===== src/rtl/soc_consts.svh =====
`ifndef SOC_CONSTS_SVH
`define SOC_CONSTS_SVH

// Bus widths
`define SOC_ADDR_W 32
`define SOC_DATA_W 32

// Region nibble sits in the top address bits
`define SOC_REGION_LSB 28
`define REGION_RAM 4'h1
`define REGION_LED 4'h4
`define REGION_TIMER 4'hA

// On-chip RAM depth in words
`define RAM_WORDS 1024

`define LED_W 10

// Timer word indices from address bits 3:2
`define TMR_REG_COUNT 2'd0
`define TMR_REG_COMPARE 2'd1
`define TMR_REG_CTRL 2'd2

// Timer ctrl bits
`define TMR_CTRL_EN 0
`define TMR_CTRL_PEND 1

`endif


===== src/rtl/soc_bus_pkg.sv =====
`include "soc_consts.svh"

package soc_bus_pkg;

	// Address and data as seen on every bus segment
	typedef logic [`SOC_ADDR_W-1:0] addr_t;
	typedef logic [`SOC_DATA_W-1:0] data_t;

	// Top address nibble selecting a target
	typedef logic [`SOC_ADDR_W-1:`SOC_REGION_LSB] region_t;

	// Arbiter states
	typedef enum logic
	{
		ARB_IDLE,
		ARB_BUSY
	} arb_state_t;

	// Port holding the grant
	typedef enum logic [1:0]
	{
		M_DATA,
		M_DMA,
		M_INSTR
	} master_t;

endpackage


===== src/rtl/soc_periph_pkg.sv =====
`include "soc_consts.svh"

package soc_periph_pkg;

	// LED pattern
	typedef logic [`LED_W-1:0] led_t;

	// Timer count and compare value
	typedef logic [`SOC_DATA_W-1:0] timer_cnt_t;

	// Register word index, address bits 3:2
	typedef logic [1:0] reg_idx_t;

endpackage


===== src/rtl/mem_bus_if.sv =====
`timescale 1ns/1ps
`include "soc_consts.svh"

interface mem_bus_if;

	// Request level, held by the master until ready
	logic request;
	// 1 means write
	logic rw;
	soc_bus_pkg::addr_t address;
	soc_bus_pkg::data_t wdata;

	// Single-cycle ready, rdata valid with it
	soc_bus_pkg::data_t rdata;
	logic ready;

	modport master
	(
		output request, rw, address, wdata,
		input rdata, ready
	);

	modport slave
	(
		input request, rw, address, wdata,
		output rdata, ready
	);

endinterface


===== src/rtl/io_regs.sv =====
`timescale 1ns/1ps
`include "soc_consts.svh"

module io_regs
(
	input logic clock,
	input logic i_rst_n,
	mem_bus_if.slave led_bus,
	mem_bus_if.slave timer_bus,
	output soc_periph_pkg::led_t o_led,
	output logic o_timer_irq
);

	soc_periph_pkg::led_t led_q;
	logic led_ready;
	logic led_accept;

	soc_periph_pkg::timer_cnt_t tmr_count;
	soc_periph_pkg::timer_cnt_t tmr_compare;
	logic tmr_en;
	logic tmr_pend;
	logic tmr_ready;
	logic tmr_accept;
	soc_periph_pkg::reg_idx_t tmr_idx;
	soc_bus_pkg::data_t tmr_read;
	soc_bus_pkg::data_t tmr_rdata;

	//============================================================
	// LED register

	assign led_accept = led_bus.request && !led_ready;

	always_ff @(posedge clock or negedge i_rst_n)
	begin
		if (!i_rst_n)
		begin
			led_q <= '0;
			led_ready <= 1'b0;
		end
		else
		begin
			led_ready <= led_accept;
			if (led_accept && led_bus.rw)
				led_q <= led_bus.wdata[`LED_W-1:0];
		end
	end

	assign led_bus.ready = led_ready;
	assign led_bus.rdata = soc_bus_pkg::data_t'(led_q);
	assign o_led = led_q;

	//============================================================
	// Interval timer

	assign tmr_idx = timer_bus.address[3:2];
	assign tmr_accept = timer_bus.request && !tmr_ready;

	always_ff @(posedge clock or negedge i_rst_n)
	begin
		if (!i_rst_n)
		begin
			tmr_count <= '0;
			tmr_compare <= '0;
			tmr_en <= 1'b0;
			tmr_pend <= 1'b0;
			tmr_ready <= 1'b0;
		end
		else
		begin
			tmr_ready <= tmr_accept;
			// Count clock cycles, wrap on compare match
			if (tmr_en)
			begin
				if (tmr_count == tmr_compare)
				begin
					tmr_count <= '0;
					tmr_pend <= 1'b1;
				end
				else
					tmr_count <= tmr_count + 1'b1;
			end
			// Bus write overrides the counter update
			if (tmr_accept && timer_bus.rw)
			begin
				case (tmr_idx)
					`TMR_REG_COUNT: tmr_count <= timer_bus.wdata;
					`TMR_REG_COMPARE: tmr_compare <= timer_bus.wdata;
					`TMR_REG_CTRL:
					begin
						tmr_en <= timer_bus.wdata[`TMR_CTRL_EN];
						if (timer_bus.wdata[`TMR_CTRL_PEND])
							tmr_pend <= 1'b0;
					end
					default: ;
				endcase
			end
		end
	end

	always_comb
	begin
		tmr_read = '0;
		case (tmr_idx)
			`TMR_REG_COUNT: tmr_read = tmr_count;
			`TMR_REG_COMPARE: tmr_read = tmr_compare;
			`TMR_REG_CTRL:
			begin
				tmr_read[`TMR_CTRL_EN] = tmr_en;
				tmr_read[`TMR_CTRL_PEND] = tmr_pend;
			end
			default: tmr_read = '0;
		endcase
	end

	// Read value captured on the accept edge
	always_ff @(posedge clock)
	begin
		if (tmr_accept)
			tmr_rdata <= tmr_read;
	end

	assign timer_bus.ready = tmr_ready;
	assign timer_bus.rdata = tmr_rdata;
	assign o_timer_irq = tmr_pend;

endmodule


===== src/flat_wrapper.sv =====
// flat-port wrapper written by rule: the top's interface ports become plain ports
module io_regs_flat 
  (clock, i_rst_n, o_led, o_timer_irq, led_bus_request, led_bus_rw, led_bus_address, led_bus_wdata, led_bus_rdata, led_bus_ready, timer_bus_request, timer_bus_rw, timer_bus_address, timer_bus_wdata, timer_bus_rdata, timer_bus_ready);
  mem_bus_if led_bus_i ();
  mem_bus_if timer_bus_i ();
  input logic clock;
  input logic i_rst_n;
  output soc_periph_pkg::led_t o_led;
  output logic o_timer_irq;
  input wire logic [$bits(led_bus_i.request)-1:0] led_bus_request;
  input wire logic [$bits(led_bus_i.rw)-1:0] led_bus_rw;
  input wire logic [$bits(led_bus_i.address)-1:0] led_bus_address;
  input wire logic [$bits(led_bus_i.wdata)-1:0] led_bus_wdata;
  output wire logic [$bits(led_bus_i.rdata)-1:0] led_bus_rdata;
  output wire logic [$bits(led_bus_i.ready)-1:0] led_bus_ready;
  input wire logic [$bits(timer_bus_i.request)-1:0] timer_bus_request;
  input wire logic [$bits(timer_bus_i.rw)-1:0] timer_bus_rw;
  input wire logic [$bits(timer_bus_i.address)-1:0] timer_bus_address;
  input wire logic [$bits(timer_bus_i.wdata)-1:0] timer_bus_wdata;
  output wire logic [$bits(timer_bus_i.rdata)-1:0] timer_bus_rdata;
  output wire logic [$bits(timer_bus_i.ready)-1:0] timer_bus_ready;
  assign led_bus_i.request = led_bus_request;
  assign led_bus_i.rw = led_bus_rw;
  assign led_bus_i.address = led_bus_address;
  assign led_bus_i.wdata = led_bus_wdata;
  assign led_bus_rdata = led_bus_i.rdata;
  assign led_bus_ready = led_bus_i.ready;
  assign timer_bus_i.request = timer_bus_request;
  assign timer_bus_i.rw = timer_bus_rw;
  assign timer_bus_i.address = timer_bus_address;
  assign timer_bus_i.wdata = timer_bus_wdata;
  assign timer_bus_rdata = timer_bus_i.rdata;
  assign timer_bus_ready = timer_bus_i.ready;
  io_regs u_core (.clock(clock), .i_rst_n(i_rst_n), .led_bus(led_bus_i), .timer_bus(timer_bus_i), .o_led(o_led), .o_timer_irq(o_timer_irq));
endmodule

===== config.mk =====
export PLATFORM = sky130hd
export DESIGN_NAME = io_regs_flat
export DESIGN_NICKNAME = d
export VERILOG_FILES = /design/src/rtl/soc_bus_pkg.sv /design/src/rtl/soc_periph_pkg.sv /design/src/rtl/mem_bus_if.sv /design/src/rtl/io_regs.sv /design/src/flat_wrapper.sv
export VERILOG_INCLUDE_DIRS = /design/src /design/src/rtl
export SDC_FILE = /design/constraint.sdc
export NUM_CORES = 1
export LEC_CHECK = 0
export BUFFER_PORTS_ARGS = -buffer_cell sky130_fd_sc_hd__buf_2
export CAP_MARGIN = 20
export CORE_UTILIZATION = 30
export CTS_CLUSTER_DIAMETER = 80
export DETAILED_ROUTE_END_ITERATION = 12
export HOLD_SLACK_MARGIN = 0.15
export PLACE_DENSITY = 0.52
export SLEW_MARGIN = 20
export SYNTH_ARGS = -nofsm -noshare
export SYNTH_HDL_FRONTEND = slang
export SYNTH_SLANG_ARGS = --single-unit

===== constraint.sdc =====
create_clock -name clock -period 3.8 [get_ports clock]
set_clock_uncertainty 0.2 [all_clocks]
set_input_delay 0.19 -clock clock [delete_from_list [all_inputs] [get_ports clock]]
set_output_delay 0.19 -clock clock [all_outputs]
set_load 0.02 [all_outputs]

==> impl_metrics.env <==
export IMPL_postSynthCellCount=499
export IMPL_cts_root_buf="clkbuf_16"
export IMPL_worst_ep_arrival_time_ns=2.83
export IMPL_ios=211
export IMPL_max_freq_mhz=356
export IMPL_clock_latency_ns=0.35
export IMPL_setup_violations_final=0
export IMPL_drv_slew=0
export IMPL_netlist_top_cells_area="dfrtp_1 34%, edfxtp_1 17%, xor2_1 7.7%, mux2i_1 5.6%, mux2_2 5.3%"
export IMPL_whs_endpoint="u_core.o_timer_irq$_DFF_PN0_"
export IMPL_clock_path_buffers=2
export IMPL_maxSlewHeadroom=0.472
export IMPL_yosysWarningCount=0
export IMPL_period_share=0.740
export IMPL_dpl_instance_area_um2=6250
export IMPL_grt_antenna_before_repair=0
export IMPL_grt_pass1_wl_um=22500
export IMPL_clkTransAtPathRegs_ns=0.08
export IMPL_finish_instance_area_um2=7020
export IMPL_detail_route_antenna_nets=0
export IMPL_syn_area_per_cell_um2=11.4
export IMPL_setup_tns_ns=0
export IMPL_power_uw=3820
export IMPL_rows=50
export IMPL_drc_errors=0
export IMPL_post_route_util=0.377
export IMPL_yosysMostFrequentCell="dfrtp_1"
export IMPL_ys_types=44
export IMPL_drt_iter0_drc=199
export IMPL_synthFlopType="dfrtp_1"
export IMPL_async_flop_share=0.709
export IMPL_hold_class="input port to flop"
export IMPL_num_vias=4038
export IMPL_ir_worst_vdd_uv=228
export IMPL_cts_buffers=9
export IMPL_status="complete, no violations"
export IMPL_cts_num_sinks=110
export IMPL_max_cap_violations=0
export IMPL_start_util=0.306
export IMPL_worstHoldPathCells=4
export IMPL_worst_path_max_fanout=22
export IMPL_worstPathRequired_ns=3.81
export IMPL_ys_seq_area_frac=0.511
export IMPL_rr_startpoint="u_core.tmr_count[22]$_DFF_PN0_"
export IMPL_p_leak_uw=0.00306
export IMPL_die_w_um=140
export IMPL_gr_total_overflow=0
export IMPL_via_per_inst=4.67
export IMPL_final_nets=761
export IMPL_synth_edf_count=32
export IMPL_finalHoldViolCount=0
export IMPL_antenna_cells=0
export IMPL_yosysTopAreaCell="dfrtp_1"
export IMPL_post_route_min_period_ns=2.81
export IMPL_cts_max_level=3
export IMPL_ff2ff_setup_slack_ns=0.99
export IMPL_grt_usage=0.149
export IMPL_post_drt_wl_per_cell_um=15.8
export IMPL_port_buffers=104
export IMPL_cts_tree="done"
export IMPL_reg2reg_depth=6
export IMPL_grt_pass1_vias=4124
export IMPL_synth_area_um2=5700
export IMPL_synth_seq_cells=110
export IMPL_gp_congestion=0.849
export IMPL_layout_drive_gt1_share=0.263
export IMPL_critPathCaptureType="flop"
export IMPL_netlist_top_cells_count="78 x dfrtp_1, 51 x nor2_1, 50 x xor2_1"
export IMPL_worstReg2RegEnd="u_core.tmr_count[18]$_DFF_PN0_"
export IMPL_powerDensity_nw_per_um2=544
export IMPL_grt_max_degree=79
export IMPL_post_dp_hpwl_um=9520
export IMPL_critPathLaunchType="flop"
export IMPL_path_class="flop to flop"
export IMPL_routed_wl_um=13700
export IMPL_rsz0062_at_grt="false"
export IMPL_postCtsSetupBuffers=0
export IMPL_fillers=1844
export IMPL_die_area_um2=19600
export IMPL_core_area_um2=18600
export IMPL_worst_slew_pin_slew_ns=0.792
export IMPL_drt_pass1_iterations=4
export IMPL_area_growth_pct=23.2
export IMPL_die_h_um=140
export IMPL_hp_start="timer_bus_rw"
export IMPL_yosysTopAreaCellShare=0.342
export IMPL_ctsResizeCount=0
logic make-up after synthesis:
group / synth area share
simple gates: 0.143
xor+xnor: 0.0921
buf+inv: 0.0720
flops: 0.511
other cells: 0.000658
mux: 0.141
compound gates: 0.0380
fa+ha+maj: 0.00219
worst max path at each step:
stage	depth (start not counted)	endpoint	from	slack (ns)
final	6	u_core.tmr_count[18]$_DFF_PN0_	u_core.tmr_count[22]$_DFF_PN0_	0.99
after global routing	6	u_core.tmr_count[10]$_DFF_PN0_	u_core.tmr_count[22]$_DFF_PN0_	0.82
after CTS	6	u_core.tmr_count[17]$_DFF_PN0_	u_core.tmr_count[22]$_DFF_PN0_	0.97
after detailed placement	6	u_core.tmr_count[17]$_DFF_PN0_	u_core.tmr_count[22]$_DFF_PN0_	0.98
after global placement	6	u_core.tmr_count[14]$_DFF_PN0_	u_core.tmr_count[22]$_DFF_PN0_	1.00
after floorplan	7	u_core.tmr_count[2]$_DFF_PN0_	u_core.timer_bus.ready$_DFF_PN0_	0.19
state kept, by name, summed over array words and instances (netlist names):
name	cells
u_core.tmr_compare	32
u_core.timer_bus.rdata	32
u_core.o_timer_irq	1
u_core.tmr_en	1
u_core.led_bus.ready	1
u_core.timer_bus.ready	1
u_core.o_led	10
u_core.tmr_count	32
what timing repair did:
action / in CTS / in global routing
endpoints found under the setup margin: 0 / 0
hold endpoints to repair: 155 / 0
hold buffers: 44 / 0
layout by cell type (no fill, tap or decap), drive strengths merged, types with 2 or more instances in the layout:
| cell type | count |
|---|---|
| buf | 108 |
| nor4 | 12 |
| inv | 7 |
| xor2 | 50 |
| clkbuf | 10 |
| nand4 | 12 |
| nor2b | 3 |
| or3 | 3 |
| and3 | 4 |
| dlygate4sd3 | 44 |
| and4 | 3 |
| mux2 | 43 |
| mux2i | 32 |
| bufinv | 2 |
| nor2 | 52 |
| a211oi | 6 |
| edfxtp | 32 |
| clkinv | 2 |
| nor3 | 6 |
| xnor2 | 10 |
| o21ai | 25 |
| nand3 | 15 |
| conb | 22 |
| nand2 | 35 |
| a21oi | 6 |
| dfrtp | 78 |
critical path, stage by stage (launching register included):
cell	delay, ns
dfrtp_1	0.47
xor2_1	0.18
nor4_1	0.55
nand4_2	0.28
nor3_1	0.33
or2_2	0.50
o21ai_1	0.14
per-layer routing:
metal,up-vias,wire length (µm),GRT usage,share of wire
met5,-,0,0,0
met1,1982,6320,0.193,0.46
met2,112,6480,0.247,0.47
met4,0,142,0.0457,0.010
met3,8,747,0.0348,0.055
li1,1936,-,-,-
power breakdown:
| group | switching (µW) | internal, µW | total [µW] |
|---|---|---|---|
| Combinational | 515 | 442 | 958 |
| Sequential | 321 | 1490 | 1810 |
| Clock | 453 | 601 | 1050 |
stage by stage:
stage / instances / setup slack, ns / hold WS, ns
after floorplan: 520 / 0.189 / -0.306
after global placement: 805 / 1.00 / 0.200
after detailed placement: 805 / 0.976 / 0.204
after CTS: 865 / 0.967 / 0.154
after global routing: 865 / 0.816 / 0.172
final: 865 / 0.988 / 0.168
cell type report:
type,count,area (µm²),share of cell area
Multi-Input combinational cell,347,2470,0.351
Timing Repair Buffer,152,997,0.142
Tap cell,234,293,0.0417
Inverter,6,22.5,0.00321
Sequential cell,110,2910,0.415
Clock buffer,10,239,0.0340
Clock inverter,6,93.8,0.0134
No activity file was read; power rests on OpenSTA's default activity.
