$ cat src/rtl/soc_consts.svh
`ifndef SOC_CONSTS_SVH
`define SOC_CONSTS_SVH

// Bus widths
`define SOC_ADDR_W 32
`define SOC_DATA_W 32

// Region nibble sits in the top address bits
`define SOC_REGION_LSB 28
`define REGION_RAM 4'h1
`define REGION_LED 4'h4
`define REGION_TIMER 4'hA

// On-chip RAM depth in words
`define RAM_WORDS 1024

`define LED_W 10

// Timer word indices from address bits 3:2
`define TMR_REG_COUNT 2'd0
`define TMR_REG_COMPARE 2'd1
`define TMR_REG_CTRL 2'd2

// Timer ctrl bits
`define TMR_CTRL_EN 0
`define TMR_CTRL_PEND 1

`endif

$ cat src/rtl/soc_bus_pkg.sv
`include "soc_consts.svh"

package soc_bus_pkg;

	// Address and data as seen on every bus segment
	typedef logic [`SOC_ADDR_W-1:0] addr_t;
	typedef logic [`SOC_DATA_W-1:0] data_t;

	// Top address nibble selecting a target
	typedef logic [`SOC_ADDR_W-1:`SOC_REGION_LSB] region_t;

	// Arbiter states
	typedef enum logic
	{
		ARB_IDLE,
		ARB_BUSY
	} arb_state_t;

	// Port holding the grant
	typedef enum logic [1:0]
	{
		M_DATA,
		M_DMA,
		M_INSTR
	} master_t;

endpackage

$ cat src/rtl/mem_bus_if.sv
`timescale 1ns/1ps
`include "soc_consts.svh"

interface mem_bus_if;

	// Request level, held by the master until ready
	logic request;
	// 1 means write
	logic rw;
	soc_bus_pkg::addr_t address;
	soc_bus_pkg::data_t wdata;

	// Single-cycle ready, rdata valid with it
	soc_bus_pkg::data_t rdata;
	logic ready;

	modport master
	(
		output request, rw, address, wdata,
		input rdata, ready
	);

	modport slave
	(
		input request, rw, address, wdata,
		output rdata, ready
	);

endinterface

$ cat src/rtl/bus_arbiter.sv
`timescale 1ns/1ps
`include "soc_consts.svh"

module bus_arbiter
(
	input logic clock,
	input logic i_rst_n,

	// Instruction port, reads only
	input logic i_ib_request,
	input soc_bus_pkg::addr_t i_ib_address,
	output logic o_ib_ready,
	output soc_bus_pkg::data_t o_ib_rdata,

	// Data port
	input logic i_db_request,
	input logic i_db_rw,
	input soc_bus_pkg::addr_t i_db_address,
	input soc_bus_pkg::data_t i_db_wdata,
	output logic o_db_ready,
	output soc_bus_pkg::data_t o_db_rdata,

	// DMA port
	input logic i_dma_request,
	input logic i_dma_rw,
	input soc_bus_pkg::addr_t i_dma_address,
	input soc_bus_pkg::data_t i_dma_wdata,
	output logic o_dma_ready,
	output soc_bus_pkg::data_t o_dma_rdata,

	mem_bus_if.master bus
);

	soc_bus_pkg::arb_state_t state;
	soc_bus_pkg::master_t grant;
	logic busy;

	assign busy = (state == soc_bus_pkg::ARB_BUSY);

	//============================================================
	// Grant FSM

	always_ff @(posedge clock or negedge i_rst_n)
	begin
		if (!i_rst_n)
		begin
			state <= soc_bus_pkg::ARB_IDLE;
			grant <= soc_bus_pkg::M_DATA;
		end
		else if (!busy)
		begin
			// Fixed priority, data first then DMA then instruction
			if (i_db_request || i_dma_request || i_ib_request)
				state <= soc_bus_pkg::ARB_BUSY;
			if (i_db_request)
				grant <= soc_bus_pkg::M_DATA;
			else if (i_dma_request)
				grant <= soc_bus_pkg::M_DMA;
			else if (i_ib_request)
				grant <= soc_bus_pkg::M_INSTR;
		end
		else if (bus.ready)
			state <= soc_bus_pkg::ARB_IDLE;
	end

	//============================================================
	// Shared bus fields from the granted port

	assign bus.request = busy;

	always_comb
	begin
		case (grant)
			soc_bus_pkg::M_DMA:
			begin
				bus.rw = i_dma_rw;
				bus.address = i_dma_address;
				bus.wdata = i_dma_wdata;
			end
			soc_bus_pkg::M_INSTR:
			begin
				bus.rw = 1'b0;
				bus.address = i_ib_address;
				bus.wdata = '0;
			end
			default:
			begin
				bus.rw = i_db_rw;
				bus.address = i_db_address;
				bus.wdata = i_db_wdata;
			end
		endcase
	end

	// Response goes back to the granted port only
	assign o_db_ready = busy && bus.ready && (grant == soc_bus_pkg::M_DATA);
	assign o_dma_ready = busy && bus.ready && (grant == soc_bus_pkg::M_DMA);
	assign o_ib_ready = busy && bus.ready && (grant == soc_bus_pkg::M_INSTR);

	assign o_db_rdata = (grant == soc_bus_pkg::M_DATA) ? bus.rdata : '0;
	assign o_dma_rdata = (grant == soc_bus_pkg::M_DMA) ? bus.rdata : '0;
	assign o_ib_rdata = (grant == soc_bus_pkg::M_INSTR) ? bus.rdata : '0;

endmodule

$ cat src/flat_wrapper.sv
// flat-port wrapper written by rule: the top's interface ports become plain ports
module bus_arbiter_flat 
  (clock, i_rst_n, i_ib_request, i_ib_address, o_ib_ready, o_ib_rdata, i_db_request, i_db_rw, i_db_address, i_db_wdata, o_db_ready, o_db_rdata, i_dma_request, i_dma_rw, i_dma_address, i_dma_wdata, o_dma_ready, o_dma_rdata, bus_request, bus_rw, bus_address, bus_wdata, bus_rdata, bus_ready);
  mem_bus_if bus_i ();
  input logic clock;
  input logic i_rst_n;
  input logic i_ib_request;
  input soc_bus_pkg::addr_t i_ib_address;
  output logic o_ib_ready;
  output soc_bus_pkg::data_t o_ib_rdata;
  input logic i_db_request;
  input logic i_db_rw;
  input soc_bus_pkg::addr_t i_db_address;
  input soc_bus_pkg::data_t i_db_wdata;
  output logic o_db_ready;
  output soc_bus_pkg::data_t o_db_rdata;
  input logic i_dma_request;
  input logic i_dma_rw;
  input soc_bus_pkg::addr_t i_dma_address;
  input soc_bus_pkg::data_t i_dma_wdata;
  output logic o_dma_ready;
  output soc_bus_pkg::data_t o_dma_rdata;
  output wire logic [$bits(bus_i.request)-1:0] bus_request;
  output wire logic [$bits(bus_i.rw)-1:0] bus_rw;
  output wire logic [$bits(bus_i.address)-1:0] bus_address;
  output wire logic [$bits(bus_i.wdata)-1:0] bus_wdata;
  input wire logic [$bits(bus_i.rdata)-1:0] bus_rdata;
  input wire logic [$bits(bus_i.ready)-1:0] bus_ready;
  assign bus_request = bus_i.request;
  assign bus_rw = bus_i.rw;
  assign bus_address = bus_i.address;
  assign bus_wdata = bus_i.wdata;
  assign bus_i.rdata = bus_rdata;
  assign bus_i.ready = bus_ready;
  bus_arbiter u_core (.clock(clock), .i_rst_n(i_rst_n), .i_ib_request(i_ib_request), .i_ib_address(i_ib_address), .o_ib_ready(o_ib_ready), .o_ib_rdata(o_ib_rdata), .i_db_request(i_db_request), .i_db_rw(i_db_rw), .i_db_address(i_db_address), .i_db_wdata(i_db_wdata), .o_db_ready(o_db_ready), .o_db_rdata(o_db_rdata), .i_dma_request(i_dma_request), .i_dma_rw(i_dma_rw), .i_dma_address(i_dma_address), .i_dma_wdata(i_dma_wdata), .o_dma_ready(o_dma_ready), .o_dma_rdata(o_dma_rdata), .bus(bus_i));
endmodule
$ cat config.mk
export PLATFORM = sky130hd
export DESIGN_NAME = bus_arbiter_flat
export DESIGN_NICKNAME = d
export VERILOG_FILES = /design/src/rtl/soc_bus_pkg.sv /design/src/rtl/mem_bus_if.sv /design/src/rtl/bus_arbiter.sv /design/src/flat_wrapper.sv
export VERILOG_INCLUDE_DIRS = /design/src /design/src/rtl
export SDC_FILE = /design/constraint.sdc
export NUM_CORES = 1
export LEC_CHECK = 0
export BUFFER_PORTS_ARGS = -buffer_cell sky130_fd_sc_hd__buf_4
export CORE_AREA = 5 5 139 141
export DETAILED_ROUTE_END_ITERATION = 8
export DIE_AREA = 0 0 144 146
export PLACE_DENSITY = 0.42
export SETUP_SLACK_MARGIN = 0.1
export SYNTH_ARGS = -nofsm -noshare
export SYNTH_HDL_FRONTEND = slang
export SYNTH_SLANG_ARGS = --single-unit
$ cat constraint.sdc
create_clock -name clock -period 3.8 [get_ports clock]
set_input_delay 0.38 -clock clock [delete_from_list [all_inputs] [get_ports clock]]
set_output_delay 0.38 -clock clock [all_outputs]
set_load 0.005 [all_outputs]
==> flow_summary_export.csv, run 1 <==
group,metric,value,unit
status,status,"finished, final reports clean",
placed_design,port_buffers,364,
synthesis,synth_seq_cells,3,
critical_path,cp_max_fo,33,
clocking,clock_latency,220,ps
routing,drc,0,
global_route,overflow,0,
die,start_util,0.101,
placed_design,gp_congestion,0.818,
critical_path,worstPathArrival,2300,ps
synthesis,synth_area_leaders,"and2_1 34%, a22o_1 16%, a22oi_1 13%, a21oi_1 9.1%, nor2_1 7.0%",
power,irDropWorstVdd,0.112,mV
synthesis,syn-cell-area,1810,um^2
critical_path,worstPathCellList,"inv_1 > ha_2 > inv_1 > a22o_1 > buf_4",
synthesis,yosys.area.top_type,"and2_1",
finish,final_nets,824,
synthesis,synthCells,277,
clocking,cts.repair.resized,0,
routing,drt_iter0_markers,70,
sta,fin_crit,2680,ps
routing,viasPerCell,4.02,
global_route,grtUsageTotal,0.118,
die,row_count,49,
critical_path,rrSetupSlack,2840,ps
routing,dr.pass1.iters,4,
sta,timing.fmax,373,MHz
critical_path,startpoint_type,"flop",
critical_path,worst_path_max_delay_cell,"inv_1",
placed_design,place_area,4670,um^2
sta,setup_tns,0,ps
die,dieArea,21000,um^2
global_route,grt_start_max_net_pins,53,
critical_path,reg2reg_depth,2,
job,maxCapViolations,0,
sta,finalHoldViolations,0,
sta,relSlewSlack,0.303,
clocking,cts-hold-fix-buffers,1,
critical_path,end_kind,"output port",
routing,final_antenna_net_count,0,
synthesis,synth_top_area_frac,0.335,
synthesis,synth_cell_types,18,
power,power.leakage,0.00252,uW
sta,worst_pin_slew,1040,ps
die,io_pins,365,
synthesis,synth_fp_nets,480,
clocking,htree_num_levels,1,
synthesis,synth_area_per_cell,6.54,um^2
critical_path,path_class,"flop to output port",
critical_path,crit_path_start,"u_core.grant[0]",
sta,maxSlewViolCount,0,
critical_path,cp_common_cell,"inv_1",
placed_design,dpl.hpwl,12200,um
finish,final_common_cell,"buf_4",
clocking,cts_sinks,3,
clocking,cts_buffers,3,
finish,diodes,0,
critical_path,r2r_end,"u_core.grant[0]",
finish,fin_area,4760,um^2
clocking,cts_buffer_depth,2,
clocking,path_clk_slew,30,ps
routing,wl_per_cell,16.8,um
finish,area_growth,163,%
sta,finalSetupViolCount,0,
synthesis,yosys_warnings,0,
worst_hold_path,hp-class,"input port to flop",
finish,layout_common_cells,"369 x buf_4, 97 x and2_1, 34 x nor2_1, 34 x a22o_1, 33 x a21oi_1",
sta,finalClockSkew,0.0645,ps
clocking,cts_tree,"yes",
sta,rsz0062_at_grt,"no",
routing,vias,3417,
synthesis,seq_area_frac_synth,0.0415,
global_route,antenna_found_initial,0,
clocking,root_buffer,"clkbuf_16",
global_route,grt_pass1_vias,3518,
sta,timing.final.crit_share,0.705,
global_route,grt_pass1_wl,19400,um
die,core,17800,um^2
die,die_y,146,um
critical_path,max_stage_delay,800,ps
routing,wl,14200,um
clocking,postCtsSetupBuffers,0,
die,die_width,144,um
power,p_per_area,316,nW/um^2
finish,drive_above_1_share,0.605,
critical_path,cp.required,3420,ps
critical_path,cp-endpoint,"bus_wdata[29]",
critical_path,r2r_start,"u_core.bus.request",
## synth_stat cells (all sizes together)
library cell	instances
dfrtp	3
a21oi	33
a22o	34
o21bai	1
a2bb2oi	1
nor4	1
and3	3
and2	97
a22oi	32
nand2b	1
clkbuf	10
buf	21
nor2	34
ha	3
inv	3
## sequential cells by signal, indices dropped and copies added, names as in the netlist
| register | cells |
|---|---|
| u_core.grant | 2 |
| u_core.bus.request | 1 |
## worst min path at each step
stage	slack, ps	end	start	cells after the start
6_report	370	u_core.bus.request	bus_ready	2
5_1_grt	370	u_core.bus.request	bus_ready	2
4_1_cts	370	u_core.bus.request	bus_ready	2
3_5_place_dp	180	u_core.grant[1]	i_rst_n	1
3_3_place_gp	180	u_core.bus.request	i_rst_n	1
2_1_floorplan	80	u_core.bus.request	i_rst_n	0
## power breakdown
part	internal, uW	leakage (uW)	switching, uW
clock	138	0.0000382	29.4
sequential	36.7	0.0000362	5.38
combinational	727	0.00244	567
total	902	0.00252	601
## worst max-delay path, delay by kind of cell (launching register included)
| family | cells | cell delay, ps |
|---|---|---|
| flops | 1 | 390 |
| compound gates | 1 | 290 |
| buf+inv | 3 | 1020 |
| fa+ha+maj | 1 | 370 |
## per-layer routing
metal,GRT usage,up-vias,routed length (um)
li1,-,1667,-
met1,0.108,1523,4550
met2,0.251,219,7930
met3,0.0292,8,1630
met4,0.0226,0,133
met5,0,-,0
## area by class of cell
class	instances	area, um^2
fillers	1990	13100
repair buffers	370	2780
multi-input cells	240	1530
well taps	229	287
clock buffers	4	78.8
flip-flops and latches	3	75.1
inverters	3	11.3
## per-stage QoR
step | util | setup slack, ps | std cells | power, uW | hold slack, ps
detailed placement | 0.262 | 1320 | 844 | 1360 | 179
finish | 0.267 | 1120 | 849 | 1500 | 369
floorplan | - | 2130 | 277 | 600 | 84.4
global route | 0.267 | 1000 | 849 | 1620 | 372
CTS | 0.267 | 1070 | 849 | 1540 | 367
global placement | 0.262 | 1430 | 844 | 1350 | 176
## kinds of logic after synthesis
logic type,share of synthesized area
AND/OR/NAND/NOR,0.423
AO/OA/AOI/OAI,0.397
buffers and inverters,0.117
adder cells (fa/ha/maj),0.0207
flip-flops,0.0415
(Power assumes the default switching activity.)
==> inputs of run 2 (changes only) <==
--- a/config.mk
+++ b/config.mk
@@ -7,10 +7,10 @@
 export NUM_CORES = 1
 export LEC_CHECK = 0
 export BUFFER_PORTS_ARGS = -buffer_cell sky130_fd_sc_hd__buf_4
-export CORE_AREA = 5 5 139 141
+export CORE_AREA = 5 5 137 139
 export DETAILED_ROUTE_END_ITERATION = 8
-export DIE_AREA = 0 0 144 146
-export PLACE_DENSITY = 0.42
+export DIE_AREA = 0 0 142 144
+export PLACE_DENSITY = 0.44
 export SETUP_SLACK_MARGIN = 0.1
 export SYNTH_ARGS = -nofsm -noshare
 export SYNTH_HDL_FRONTEND = slang
==> constraint.sdc (replaced) <==
create_clock -name clock -period 2.2 [get_ports clock]
set_input_delay 0.22 -clock clock [delete_from_list [all_inputs] [get_ports clock]]
set_output_delay 0.22 -clock clock [all_outputs]
set_load 0.005 [all_outputs]
==> run 2 against run 1 <==
Net effect: cell count rose by 0.35%; critical path depth increased by 1; clock skew barely moved; largest cell class unchanged.
==> flow_summary_export.csv, run 2 (same netlist as run 1, synthesis figures left out) <==
group,metric,value,unit
placed_design,port_buffers,364,
routing,wl,13600,um
finish,area_growth,166,%
power,switching_share,0.389,
sta,fin_crit,1960,ps
power,intPower,1590,uW
finish,largest_reg_flops,2,
clocking,cts_sinks,3,
sta,timing.final.crit_share,0.890,
critical_path,r2r_start,"u_core.bus.request",
routing,wl_per_cell,16.0,um
critical_path,worstPathCellList,"inv_1 > ha_2 > and2_1 > buf_6 > a22o_1 > buf_4",
global_route,overflow,0,
worst_hold_path,min_from,"bus_ready",
critical_path,cp.required,1980,ps
routing,dr.pass1.iters,4,
die,start_util,0.103,
sta,worst_pin_slew,558,ps
sta,maxSlewViolCount,0,
finish,final_common_cell,"buf_4",
global_route,grt_start_max_net_pins,65,
sta,setup_ws,241,ps
power,power.leakage,0.00253,uW
finish,top_register,"u_core.grant",
sta,finalHoldViolations,0,
worst_hold_path,hp-class,"input port to flop",
critical_path,max_stage_delay,380,ps
sta,finalClockSkew,0.508,ps
global_route,grt_pass1_vias,3310,
power,switchingPower,1010,uW
clocking,clock_latency,220,ps
routing,vias,3423,
global_route,grt_pass1_wl,18700,um
finish,layout_common_cells,"368 x buf_4, 97 x and2_1, 34 x nor2_1, 34 x a22o_1, 33 x a21oi_1",
finish,drive_above_1_share,0.606,
power,power,2600,uW
critical_path,cp_max_fo,33,
routing,viasPerCell,4.02,
clocking,cts_buffers,3,
sta,rsz0062_at_grt,"no",
clocking,postCtsSetupBuffers,0,
critical_path,startpoint_type,"flop",
critical_path,path_class,"flop to output port",
routing,drc,0,
job,maxCapViolations,0,
sta,setup_tns,0,ps
power,p_per_area,541,nW/um^2
power,pwr-share-clk,0.112,
clocking,cts_buffer_depth,2,
die,die_width,142,um
power,irDropWorstVdd,0.295,mV
die,dieArea,20400,um^2
critical_path,worstPathArrival,1740,ps
clocking,cts_tree,"yes",
placed_design,dpl.hpwl,11700,um
global_route,antenna_found_initial,0,
clocking,htree_num_levels,1,
global_route,grtUsageTotal,0.116,
power,combPwrFrac,0.860,
routing,drt_iter0_markers,129,
power,power_frac_seq,0.028,
placed_design,gp_congestion,0.963,
status,status,"finished, final reports clean",
clocking,root_buffer,"clkbuf_16",
die,die_y,144,um
sta,timing.fmax,510,MHz
sta,relSlewSlack,0.628,
critical_path,crit_path_start,"u_core.grant[0]",
finish,final_nets,826,
die,core,17500,um^2
die,io_pins,365,
placed_design,preCtsSetupSlack,431,ps
critical_path,end_kind,"output port",
routing,final_antenna_net_count,0,
critical_path,worst_path_max_delay_cell,"dfrtp_1",
sta,finalSetupViolCount,0,
clocking,path_clk_slew,30,ps
die,row_count,49,
run 2: cell types whose count changed in the layout (fill, tap and decap cells not counted), sizes merged:
cell   delta
diode     +1
buf       +2
run 2: worst paths after layout:
kind	end	slack (ps)	cells after the start
setup / recovery	bus_wdata[31]	240	6
hold / removal	u_core.bus.request	230	2
setup reg to reg	u_core.grant[0]	1190	2
hold reg to reg	u_core.grant[0]	560	1
max in group asynchronous	u_core.grant[0]	1730	2
min in group asynchronous	u_core.bus.request	380	2
run 2: final cells by class:
type / instances / area, um^2
tap: 229 / 287
fill: 1904 / 12700
clock buffer: 4 / 78.8
inverter: 3 / 11.3
antenna: 1 / 2.50
multi-input combinational: 240 / 1530
sequential: 3 / 75.1
timing repair buffer: 372 / 2820
run 2: worst max-delay path, delay by kind of cell, from the launching register on:
family	cells	cell delay, ps
adders and majority gates	1	360
buffers and inverters	3	430
DFF	1	380
AOI/OAI and AO/OA	1	180
and+or+nand+nor	1	150
run 2: metal layers:
| metal | wire length, um | part of all wire | GRT usage |
|---|---|---|---|
| met1 | 4360 | 0.32 | 0.111 |
| met2 | 7430 | 0.55 | 0.232 |
| met3 | 1410 | 0.10 | 0.0324 |
| met4 | 408 | 0.030 | 0.0455 |
| met5 | 0 | 0 | 0 |
run 2: repair_timing:
item,4_1_cts,5_1_grt
hold endpoints to repair,3,0
endpoints found under the setup margin,0,1
resized for setup,0,1
hold buffers,1,0
run 2: power by group through the flow:
| stage | combinational [uW] | sequential, uW | clock [uW] |
|---|---|---|---|
| 2_1_floorplan | 965 | 70.2 | 0 |
| 3_3_place_gp | 2270 | 73.9 | 0 |
| 3_5_place_dp | 2270 | 74.2 | 0 |
| 4_1_cts | 2270 | 73.8 | 295 |
| 5_1_grt | 2440 | 75.7 | 302 |
| 6_report | 2240 | 73.4 | 290 |
run 2: stage by stage:
stage / util / hold WS [ps] / std cells / area, um^2
3_5_place_dp: 0.269 / 14.8 / 846 / 4710
3_3_place_gp: 0.269 / 14.6 / 846 / 4710
6_report: 0.274 / 230 / 852 / 4810
4_1_cts: 0.274 / 235 / 851 / 4800
5_1_grt: 0.274 / 256 / 851 / 4810
2_1_floorplan: - / -75.6 / 277 / 1810
