File: src/rtl/soc_consts.svh
`ifndef SOC_CONSTS_SVH
`define SOC_CONSTS_SVH

// Bus widths
`define SOC_ADDR_W 32
`define SOC_DATA_W 32

// Region nibble sits in the top address bits
`define SOC_REGION_LSB 28
`define REGION_RAM 4'h1
`define REGION_LED 4'h4
`define REGION_TIMER 4'hA

// On-chip RAM depth in words
`define RAM_WORDS 1024

`define LED_W 10

// Timer word indices from address bits 3:2
`define TMR_REG_COUNT 2'd0
`define TMR_REG_COMPARE 2'd1
`define TMR_REG_CTRL 2'd2

// Timer ctrl bits
`define TMR_CTRL_EN 0
`define TMR_CTRL_PEND 1

`endif

File: src/rtl/soc_bus_pkg.sv
`include "soc_consts.svh"

package soc_bus_pkg;

	// Address and data as seen on every bus segment
	typedef logic [`SOC_ADDR_W-1:0] addr_t;
	typedef logic [`SOC_DATA_W-1:0] data_t;

	// Top address nibble selecting a target
	typedef logic [`SOC_ADDR_W-1:`SOC_REGION_LSB] region_t;

	// Arbiter states
	typedef enum logic
	{
		ARB_IDLE,
		ARB_BUSY
	} arb_state_t;

	// Port holding the grant
	typedef enum logic [1:0]
	{
		M_DATA,
		M_DMA,
		M_INSTR
	} master_t;

endpackage

File: src/rtl/mem_bus_if.sv
`timescale 1ns/1ps
`include "soc_consts.svh"

interface mem_bus_if;

	// Request level, held by the master until ready
	logic request;
	// 1 means write
	logic rw;
	soc_bus_pkg::addr_t address;
	soc_bus_pkg::data_t wdata;

	// Single-cycle ready, rdata valid with it
	soc_bus_pkg::data_t rdata;
	logic ready;

	modport master
	(
		output request, rw, address, wdata,
		input rdata, ready
	);

	modport slave
	(
		input request, rw, address, wdata,
		output rdata, ready
	);

endinterface

File: src/rtl/bus_decoder.sv
`timescale 1ns/1ps
`include "soc_consts.svh"

module bus_decoder
(
	input logic clock,
	input logic i_rst_n,
	mem_bus_if.slave up,
	mem_bus_if.master ram_bus,
	mem_bus_if.master led_bus,
	mem_bus_if.master timer_bus
);

	soc_bus_pkg::region_t region;
	logic sel_ram;
	logic sel_led;
	logic sel_timer;
	logic sel_none;
	logic unm_ready;

	assign region = up.address[`SOC_ADDR_W-1:`SOC_REGION_LSB];

	assign sel_ram = (region == `REGION_RAM);
	assign sel_led = (region == `REGION_LED);
	assign sel_timer = (region == `REGION_TIMER);
	assign sel_none = !(sel_ram || sel_led || sel_timer);

	//============================================================
	// Forward to targets, request only to the selected one

	assign ram_bus.request = up.request && sel_ram;
	assign ram_bus.rw = up.rw;
	assign ram_bus.address = up.address;
	assign ram_bus.wdata = up.wdata;

	assign led_bus.request = up.request && sel_led;
	assign led_bus.rw = up.rw;
	assign led_bus.address = up.address;
	assign led_bus.wdata = up.wdata;

	assign timer_bus.request = up.request && sel_timer;
	assign timer_bus.rw = up.rw;
	assign timer_bus.address = up.address;
	assign timer_bus.wdata = up.wdata;

	// Unmapped regions still complete, one cycle later
	always_ff @(posedge clock or negedge i_rst_n)
	begin
		if (!i_rst_n)
			unm_ready <= 1'b0;
		else
			unm_ready <= up.request && sel_none && !unm_ready;
	end

	//============================================================
	// Response mux

	assign up.ready = sel_ram ? ram_bus.ready :
		sel_led ? led_bus.ready :
		sel_timer ? timer_bus.ready :
		unm_ready;

	assign up.rdata = sel_ram ? ram_bus.rdata :
		sel_led ? led_bus.rdata :
		sel_timer ? timer_bus.rdata :
		'0;

endmodule

File: src/flat_wrapper.sv
// flat-port wrapper written by rule: the top's interface ports become plain ports
module bus_decoder_flat 
  (clock, i_rst_n, up_request, up_rw, up_address, up_wdata, up_rdata, up_ready, ram_bus_request, ram_bus_rw, ram_bus_address, ram_bus_wdata, ram_bus_rdata, ram_bus_ready, led_bus_request, led_bus_rw, led_bus_address, led_bus_wdata, led_bus_rdata, led_bus_ready, timer_bus_request, timer_bus_rw, timer_bus_address, timer_bus_wdata, timer_bus_rdata, timer_bus_ready);
  mem_bus_if up_i ();
  mem_bus_if ram_bus_i ();
  mem_bus_if led_bus_i ();
  mem_bus_if timer_bus_i ();
  input logic clock;
  input logic i_rst_n;
  input wire logic [$bits(up_i.request)-1:0] up_request;
  input wire logic [$bits(up_i.rw)-1:0] up_rw;
  input wire logic [$bits(up_i.address)-1:0] up_address;
  input wire logic [$bits(up_i.wdata)-1:0] up_wdata;
  output wire logic [$bits(up_i.rdata)-1:0] up_rdata;
  output wire logic [$bits(up_i.ready)-1:0] up_ready;
  output wire logic [$bits(ram_bus_i.request)-1:0] ram_bus_request;
  output wire logic [$bits(ram_bus_i.rw)-1:0] ram_bus_rw;
  output wire logic [$bits(ram_bus_i.address)-1:0] ram_bus_address;
  output wire logic [$bits(ram_bus_i.wdata)-1:0] ram_bus_wdata;
  input wire logic [$bits(ram_bus_i.rdata)-1:0] ram_bus_rdata;
  input wire logic [$bits(ram_bus_i.ready)-1:0] ram_bus_ready;
  output wire logic [$bits(led_bus_i.request)-1:0] led_bus_request;
  output wire logic [$bits(led_bus_i.rw)-1:0] led_bus_rw;
  output wire logic [$bits(led_bus_i.address)-1:0] led_bus_address;
  output wire logic [$bits(led_bus_i.wdata)-1:0] led_bus_wdata;
  input wire logic [$bits(led_bus_i.rdata)-1:0] led_bus_rdata;
  input wire logic [$bits(led_bus_i.ready)-1:0] led_bus_ready;
  output wire logic [$bits(timer_bus_i.request)-1:0] timer_bus_request;
  output wire logic [$bits(timer_bus_i.rw)-1:0] timer_bus_rw;
  output wire logic [$bits(timer_bus_i.address)-1:0] timer_bus_address;
  output wire logic [$bits(timer_bus_i.wdata)-1:0] timer_bus_wdata;
  input wire logic [$bits(timer_bus_i.rdata)-1:0] timer_bus_rdata;
  input wire logic [$bits(timer_bus_i.ready)-1:0] timer_bus_ready;
  assign up_i.request = up_request;
  assign up_i.rw = up_rw;
  assign up_i.address = up_address;
  assign up_i.wdata = up_wdata;
  assign up_rdata = up_i.rdata;
  assign up_ready = up_i.ready;
  assign ram_bus_request = ram_bus_i.request;
  assign ram_bus_rw = ram_bus_i.rw;
  assign ram_bus_address = ram_bus_i.address;
  assign ram_bus_wdata = ram_bus_i.wdata;
  assign ram_bus_i.rdata = ram_bus_rdata;
  assign ram_bus_i.ready = ram_bus_ready;
  assign led_bus_request = led_bus_i.request;
  assign led_bus_rw = led_bus_i.rw;
  assign led_bus_address = led_bus_i.address;
  assign led_bus_wdata = led_bus_i.wdata;
  assign led_bus_i.rdata = led_bus_rdata;
  assign led_bus_i.ready = led_bus_ready;
  assign timer_bus_request = timer_bus_i.request;
  assign timer_bus_rw = timer_bus_i.rw;
  assign timer_bus_address = timer_bus_i.address;
  assign timer_bus_wdata = timer_bus_i.wdata;
  assign timer_bus_i.rdata = timer_bus_rdata;
  assign timer_bus_i.ready = timer_bus_ready;
  bus_decoder u_core (.clock(clock), .i_rst_n(i_rst_n), .up(up_i), .ram_bus(ram_bus_i), .led_bus(led_bus_i), .timer_bus(timer_bus_i));
endmodule
File: config.mk
export PLATFORM = sky130hd
export DESIGN_NAME = bus_decoder_flat
export DESIGN_NICKNAME = d
export VERILOG_FILES = /design/src/rtl/soc_bus_pkg.sv /design/src/rtl/mem_bus_if.sv /design/src/rtl/bus_decoder.sv /design/src/flat_wrapper.sv
export VERILOG_INCLUDE_DIRS = /design/src /design/src/rtl
export SDC_FILE = /design/constraint.sdc
export NUM_CORES = 1
export LEC_CHECK = 0
export ABC_AREA = 1
export BUFFER_PORTS_ARGS = -buffer_cell sky130_fd_sc_hd__buf_2
export CORE_AREA = 2 2 154 156
export DETAILED_ROUTE_END_ITERATION = 6
export DIE_AREA = 0 0 156 158
export GPL_TIMING_DRIVEN = 0
export PLACE_DENSITY = 0.39
export SLEW_MARGIN = 10
export SYNTH_ARGS = -nofsm -noshare
export SYNTH_HDL_FRONTEND = slang
export SYNTH_SLANG_ARGS = --single-unit
File: constraint.sdc
create_clock -name clock -period 1.2 [get_ports clock]
set_clock_uncertainty 0.2 [all_clocks]
set_input_delay 0.12 -clock clock [delete_from_list [all_inputs] [get_ports clock]]
set_output_delay 0.12 -clock clock [all_outputs]
set_load 0.01 [all_outputs]
==> impl_results.md, run 1 <==
* Global-route wire length before repair at approximately 16000 um
* Peak ir drop on the vdd network at ~110 uV
* Most frequent CP cell: sky130_fd_sc_hd__buf_8
* Largest registers ranked by flip-flop count: u_core.unm_ready (1)
* Adder-cell share of the synthesized area at 0
* Count of warnings emitted by yosys at 0
* Via count at between 3000 and 4000
* Synthesized area per cell at roughly 6.3 um^2
* Run status: finished with violations
* Starting density of the core at 0.100
* Count of mapped cells out of synthesis at ~370
* Worst setup slack after layout at -0.140 ns
* Failing checks: setup timing
* Reg area at approximately 25 um^2
* Final number of setup-violating endpoints at 33
* Worst hold slack at roughly 0.22 ns
* Overall die area at between 20000 and 25000 um^2
* Number of DRC markers in iteration 0 at 66
* Fmax achieved at 746 MHz
* Placement row count at 56
* Ports placed on the boundary at between 300 and 400
* Portion of netlist area occupied by mux cells at 0
* Max incr delay on CP at 0.16 ns
* Measured slew at the worst slew-check pin at 0.158 ns
* Critical path depth at 9
* Fraction of final layout cells sized beyond drive strength 1 at 0.895
* Type of element capturing the critical path: output pin
* Critical path buffers and inverters at 5
* Max FO, Critical Path at 6
* Overall die height at 158 um
* Clock network latency to the later pin of the worst-skew pair at 0 ns
* Share of the synthesized area in compound gates (AO/OA/AOI/OAI) at 0
* Final Critical Period at 1.34 ns
* Critical path arrival at 1.02 ns
* Library cell contributing the largest single delay on the critical path: sky130_fd_sc_hd__buf_8
* Main combinational cell family by area after synthesis: buffers and inverters
* Overall power consumption at 1.67 mW
* Total of buffers placed on input and output ports at roughly 340
* Worst setup path start: up_address[28]
* Synthesis-stage register bit count at 1
* Antenna viol nets, final at 0
* Area share of xor/xnor cells in the synthesized design at 0
* Largest net degree at the start of global routing at 11
* Req. time, crit path at approximately 0.9 ns
* Area growth from synthesis to layout at 128%
* Count of pins over their slew limit at 0
* First-pass iteration count of the detailed router at 4
* Number of global-route vias before repair at between 3000 and 4000
* Layout Nets at around 900
* Min-delay src: up_wdata[21]
* CP Launch Type: input port
* Ordered cell list for the critical path: buf_12 > clkinv_4 > nand2_4 > nor2_4 > buf_8 > buf_8 > nand2_2 > nand3_2 > buf_6
* Combined global-route utilization of all metal layers at 0.0857
* Simple-gate share of the synthesized area at 0.295
* Routed via count divided by cell count at between 3 and 4
* Worst min-delay path category: in -> out
* Post-Syn Nets at between 500 and 600
* Syn Std Cell Area at about 2300 um^2
* Total routed wirelength at ~12000 um
* Final Wtd Congestion at 0.717
* Final Non-Filler Cells at 1021
* Number of max-capacitance violations reported at 0
* Tightest slew margin relative to the limit at 0.895
* Width of the chip at ~160 um
* Worst-case reg-to-reg path depth at 3
* Total grt overflow at 0
* Area of the placeable core at 23100 um^2
* Setup repair after global routing missed its margin: yes
* Worst hold path depth at 2
* Estimated wirelength of the detail-placed design at around 10000 um
* Count of fill cells added during filler insertion at roughly 2600
* Placed instance count at roughly 990
* DR DRC count at 0
* Final Hold Viols at 0
* Lkg Pwr at 3.26 nW
* Startpoint of the worst-slack reg-to-reg timing path: u_core.unm_ready
* Final critical-path share of the clock period at 1.12
* Number of different library cells in the post-synthesis netlist at 14
* Kind of cell with the highest combined delay on the critical path: buffers and inverters
* Average routed wire per standard cell at about 12 um
* Initial antenna violation count at 2
* Critical path class: in -> out
* Share of synthesized area occupied by flip-flops and latches at 0.0108
* Most flops, register: u_core.unm_ready
* PD cells at 317 nW/um^2
* Max reg flops at 1
* Area of combinational cells with multiple inputs at about 1000 um^2
cells in the final DEF (no fill, tap or decap), drive strengths merged:
master       count
inv              7
diode            1
dlygate4sd3      1
nand2          107
nor2             8
buf            567
nand4            1
nor3             3
clkinv           1
dfrtp            1
nand3           34
worst paths after layout:
| path | to | slack [ns] |
|---|---|---|
| max in group asynchronous | u_core.unm_ready | 0.44 |
| worst min register to register | u_core.unm_ready | 0.34 |
| worst max-delay path | up_rdata[2] | -0.14 |
| worst min-delay path | led_bus_wdata[21] | 0.22 |
| min in group asynchronous | u_core.unm_ready | 0.26 |
| worst max register to register | u_core.unm_ready | 0.29 |
metal layers:
| layer | GRT usage | up-vias | wire (um) | part of all wire |
|---|---|---|---|---|
| met2 | 0.184 | 203 | 6990 | 0.57 |
| met1 | 0.0908 | 1382 | 4220 | 0.34 |
| li1 | - | 1664 | - | - |
| met5 | 0 | - | 0 | 0 |
| met3 | 0.0120 | 2 | 1050 | 0.085 |
| met4 | 0.00349 | 0 | 49 | 0.0040 |
logic make-up after synthesis:
| family | Yosys count |
|---|---|
| buffers and inverters | 212 |
| AND/OR/NAND/NOR | 153 |
| flip-flops | 1 |
cell type report:
cell class              count  area share
flip-flops and latches      1     0.00474
repair buffers            364       0.422
inverters                   8     0.00949
well taps                 290      0.0688
plain buffers             204       0.308
multi-input cells         153       0.187
diodes                      1    0.000474
report_power, final:
group	total, mW	switching, mW	internal, mW	leakage, nW
clock	0.00000223	0	0.00000223	0.00000634
combinational	1.63	0.654	0.980	3.25
sequential	0.0395	0.00207	0.0374	0.0127
cell usage after synthesis (all sizes together):
| master | instances | share of area |
|---|---|---|
| nand4 | 1 | 0.0027 |
| inv | 8 | 0.013 |
| dfrtp | 1 | 0.011 |
| buf | 204 | 0.68 |
| nand3 | 34 | 0.082 |
| nand2 | 107 | 0.18 |
| nor3 | 3 | 0.0065 |
| nor2 | 8 | 0.019 |
stage by stage:
step           TNS [ns]  setup WS (ns)  utilization  cell area, um^2
3_3_place_gp     -14.30         -0.532        0.189             4360
4_1_cts           -4.71         -0.180        0.222             5120
5_1_grt           -5.87         -0.205        0.229             5270
3_5_place_dp     -15.30         -0.559        0.189             4360
2_1_floorplan         0          0.121            -             2310
6_report          -3.74         -0.140        0.229             5280
timing repair:
item	in CTS	in global routing
hold buffers	1	0
resized for setup	120	42
buffers inserted	20	5
endpoints found under the hold margin	1	0
pin swaps	22	15
cloned	4	0
setup endpoints to repair	34	34
Note: power is estimated with default switching activity, not from simulation.
==> run 2, diff against run 1 <==
--- a/config.mk
+++ b/config.mk
@@ -8,11 +8,11 @@
 export LEC_CHECK = 0
 export ABC_AREA = 1
 export BUFFER_PORTS_ARGS = -buffer_cell sky130_fd_sc_hd__buf_2
-export CORE_AREA = 2 2 154 156
+export CORE_AREA = 2 2 155 157
 export DETAILED_ROUTE_END_ITERATION = 6
-export DIE_AREA = 0 0 156 158
+export DIE_AREA = 0 0 157 159
 export GPL_TIMING_DRIVEN = 0
-export PLACE_DENSITY = 0.39
+export PLACE_DENSITY = 0.4
 export SLEW_MARGIN = 10
 export SYNTH_ARGS = -nofsm -noshare
 export SYNTH_HDL_FRONTEND = slang
==> constraint.sdc (replaced) <==
create_clock -name clock -period 1.1 [get_ports clock]
set_clock_uncertainty 0.2 [all_clocks]
set_input_delay 0.11 -clock clock [delete_from_list [all_inputs] [get_ports clock]]
set_output_delay 0.11 -clock clock [all_outputs]
set_load 0.01 [all_outputs]
==> run 2 against run 1 <==
  * Wire length is 9.7% lower
  * The run still ends with setup timing left
  * Combinational power is 5% higher
  * Highest routed layer unchanged
  * Critical path type unchanged
  * Sequential cell count stayed put
  * Via count is 1.4% lower
  * Register-to-register slack worse by 0.14 ns
  * Total power is 4.8% higher
==> impl_results.md, run 2 (synthesis results as in run 1) <==
* Type of element capturing the critical path: output pin
* Met1 Routed Length at roughly 3500 um
* Max FO, Critical Path at 5
* Total routed wirelength at approximately 11000 um
* Final Wtd Congestion at 0.715
* Peak ir drop on the vdd network at 104 uV
* Diode count at 0
* Combined global-route utilization of all metal layers at 0.0763
* Max reg flops at 1
* Final critical-path share of the clock period at 1.20
* Total grt overflow at 0
* CP Launch Type: input port
* Total of buffers placed on input and output ports at 336
* Setup repair after global routing missed its margin: yes
* Count of pins over their slew limit at 0
* DR DRC count at 0
* Starting density of the core at 0.0997
* Critical path capture point: up_rdata[31]
* PD cells at approximately 350 nW/um^2
* Run status: finished with violations
* Area growth from synthesis to layout at 119%
* Critical path class: in -> out
* Ordered cell list for the critical path: buf_12 > clkinv_8 > nand2_4 > nor2_4 > buf_12 > buf_6 > buf_6 > nand2_2 > nand3_2 > buf_6
* Measured slew at the worst slew-check pin at 0.152 ns
* First-pass iteration count of the detailed router at 4
* Routed wire length on met2 at between 6000 and 7000 um
* Global-route wire length before repair at between 10000 and 15000 um
* Ports placed on the boundary at about 400
* Number of max-capacitance violations reported at 0
* Estimated wirelength of the detail-placed design at around 9500 um
* Worst setup slack for register-to-register paths at about 0.15 ns
* Lkg Pwr at roughly 3.1 nW
* Initial antenna violation count at 0
* Antenna viol nets, final at 0
* Worst-case reg-to-reg path depth at 3
* Largest registers ranked by flip-flop count: u_core.unm_ready (1)
* Library cell contributing the largest single delay on the critical path: sky130_fd_sc_hd__buf_12
* Overall die area at 25000 um^2
* Highest Signal Layer: met4
* Failing checks: setup timing
* Capture point of the worst reg-to-reg path: u_core.unm_ready
* Area of the placeable core at approximately 23000 um^2
* Final Hold Viols at 0
* Max incr delay on CP at roughly 0.15 ns
* Most used cells in the layout excluding fill and tap cells: sky130_fd_sc_hd__buf_2, sky130_fd_sc_hd__buf_4, sky130_fd_sc_hd__nand2_1, sky130_fd_sc_hd__nand2_2, sky130_fd_sc_hd__buf_6
* Average routed wire per standard cell at ~11 um
* Startpoint of the worst-slack reg-to-reg timing path: u_core.unm_ready
* Routed via count divided by cell count at between 3 and 4
* Final number of setup-violating endpoints at 36
* Req. time, crit path at roughly 0.8 ns
* Post-Layout Inst Area at 5060 um^2
* Worst min-delay path category: in -> out
* Number of global-route vias before repair at slightly below 3000
* Most flops, register: u_core.unm_ready
* Critical path arrival at about 1.0 ns
* Number of DRC markers in iteration 0 at between 60 and 70
* Amount of wire on met3 after detailed routing at 1020 um
* Overall power consumption at approximately 1.8 mW
* Worst setup slack after layout at -0.219 ns
* Layout Nets at around 890
* Clock network latency to the later pin of the worst-skew pair at 0 ns
* Fmax achieved at about 760 MHz
* Largest net degree at the start of global routing at 11
* Overall die height at ~160 um
* Most common cell after layout, fill and taps aside: sky130_fd_sc_hd__buf_2
* Post-DP Area at 4390 um^2
* Via count at between 3000 and 4000
* Placement row count at 56
* Final Critical Period at between 1 and 1.5 ns
* Width of the chip at 157 um
* Worst setup path start: up_address[30]
* Most frequent CP cell: sky130_fd_sc_hd__buf_6
* Fraction of final layout cells sized beyond drive strength 1 at 0.866
* Tightest slew margin relative to the limit at 0.898
[run 2: repair_timing]
action                                  4_1_cts  5_1_grt
pin swaps                                    12        8
gates resized for setup                      86       31
endpoints found under the setup margin       34       35
cloned                                        4        0
hold endpoints to repair                      1        0
hold buffers                                  1        0
setup buffers                                21        1
[run 2: worst min-delay path by stage]
stage                                      to  slack [ns]          from  cells after the start
after floorplan              u_core.unm_ready       -0.39       i_rst_n                      0
after global placement       u_core.unm_ready       -0.31       i_rst_n                      1
after detailed placement     u_core.unm_ready       -0.31       i_rst_n                      1
after CTS                 timer_bus_wdata[13]        0.20  up_wdata[13]                      2
after global routing        led_bus_wdata[23]        0.21  up_wdata[23]                      2
final                     timer_bus_wdata[13]        0.20  up_wdata[13]                      2
[run 2: power breakdown]
| group | leakage, nW | switching (mW) | internal (mW) |
|---|---|---|---|
| sequential | 0.0127 | 0.00175 | 0.0408 |
| clock | 0 | 0 | 0 |
| combinational | 3.10 | 0.688 | 1.02 |
| total | 3.11 | 0.690 | 1.06 |
[run 2: area by class of cell]
class	count	area, um^2
sequential	1	25.0
buffer	201	1560
tap	319	399
fill	2613	18100
timing repair buffer	361	2120
multi-input combinational	153	895
inverter	8	65.1
[run 2: critical path, delay by kind of cell]
kind | cells | cell delay (ns)
and+or+nand+nor | 4 | 0.28
buffers and inverters | 6 | 0.62
[run 2: layer usage]
layer  vias to the layer above  global-route usage
li1                       1648                   -
met1                      1343              0.0720
met2                       212               0.175
met3                         4             0.00817
met4                         0                   0
met5                         -                   0
[run 2: through the flow]
step	worst slack (ns)	TNS [ns]	instances	hold slack, ns	utilization
detailed placement	-0.600	-18.09	1021	-0.312	0.189
floorplan	0.0411	0	366	-0.386	-
finish	-0.219	-5.70	1043	0.203	0.218
global placement	-0.580	-17.61	1021	-0.314	0.189
CTS	-0.250	-7.22	1044	0.204	0.215
global route	-0.284	-8.09	1043	0.206	0.218
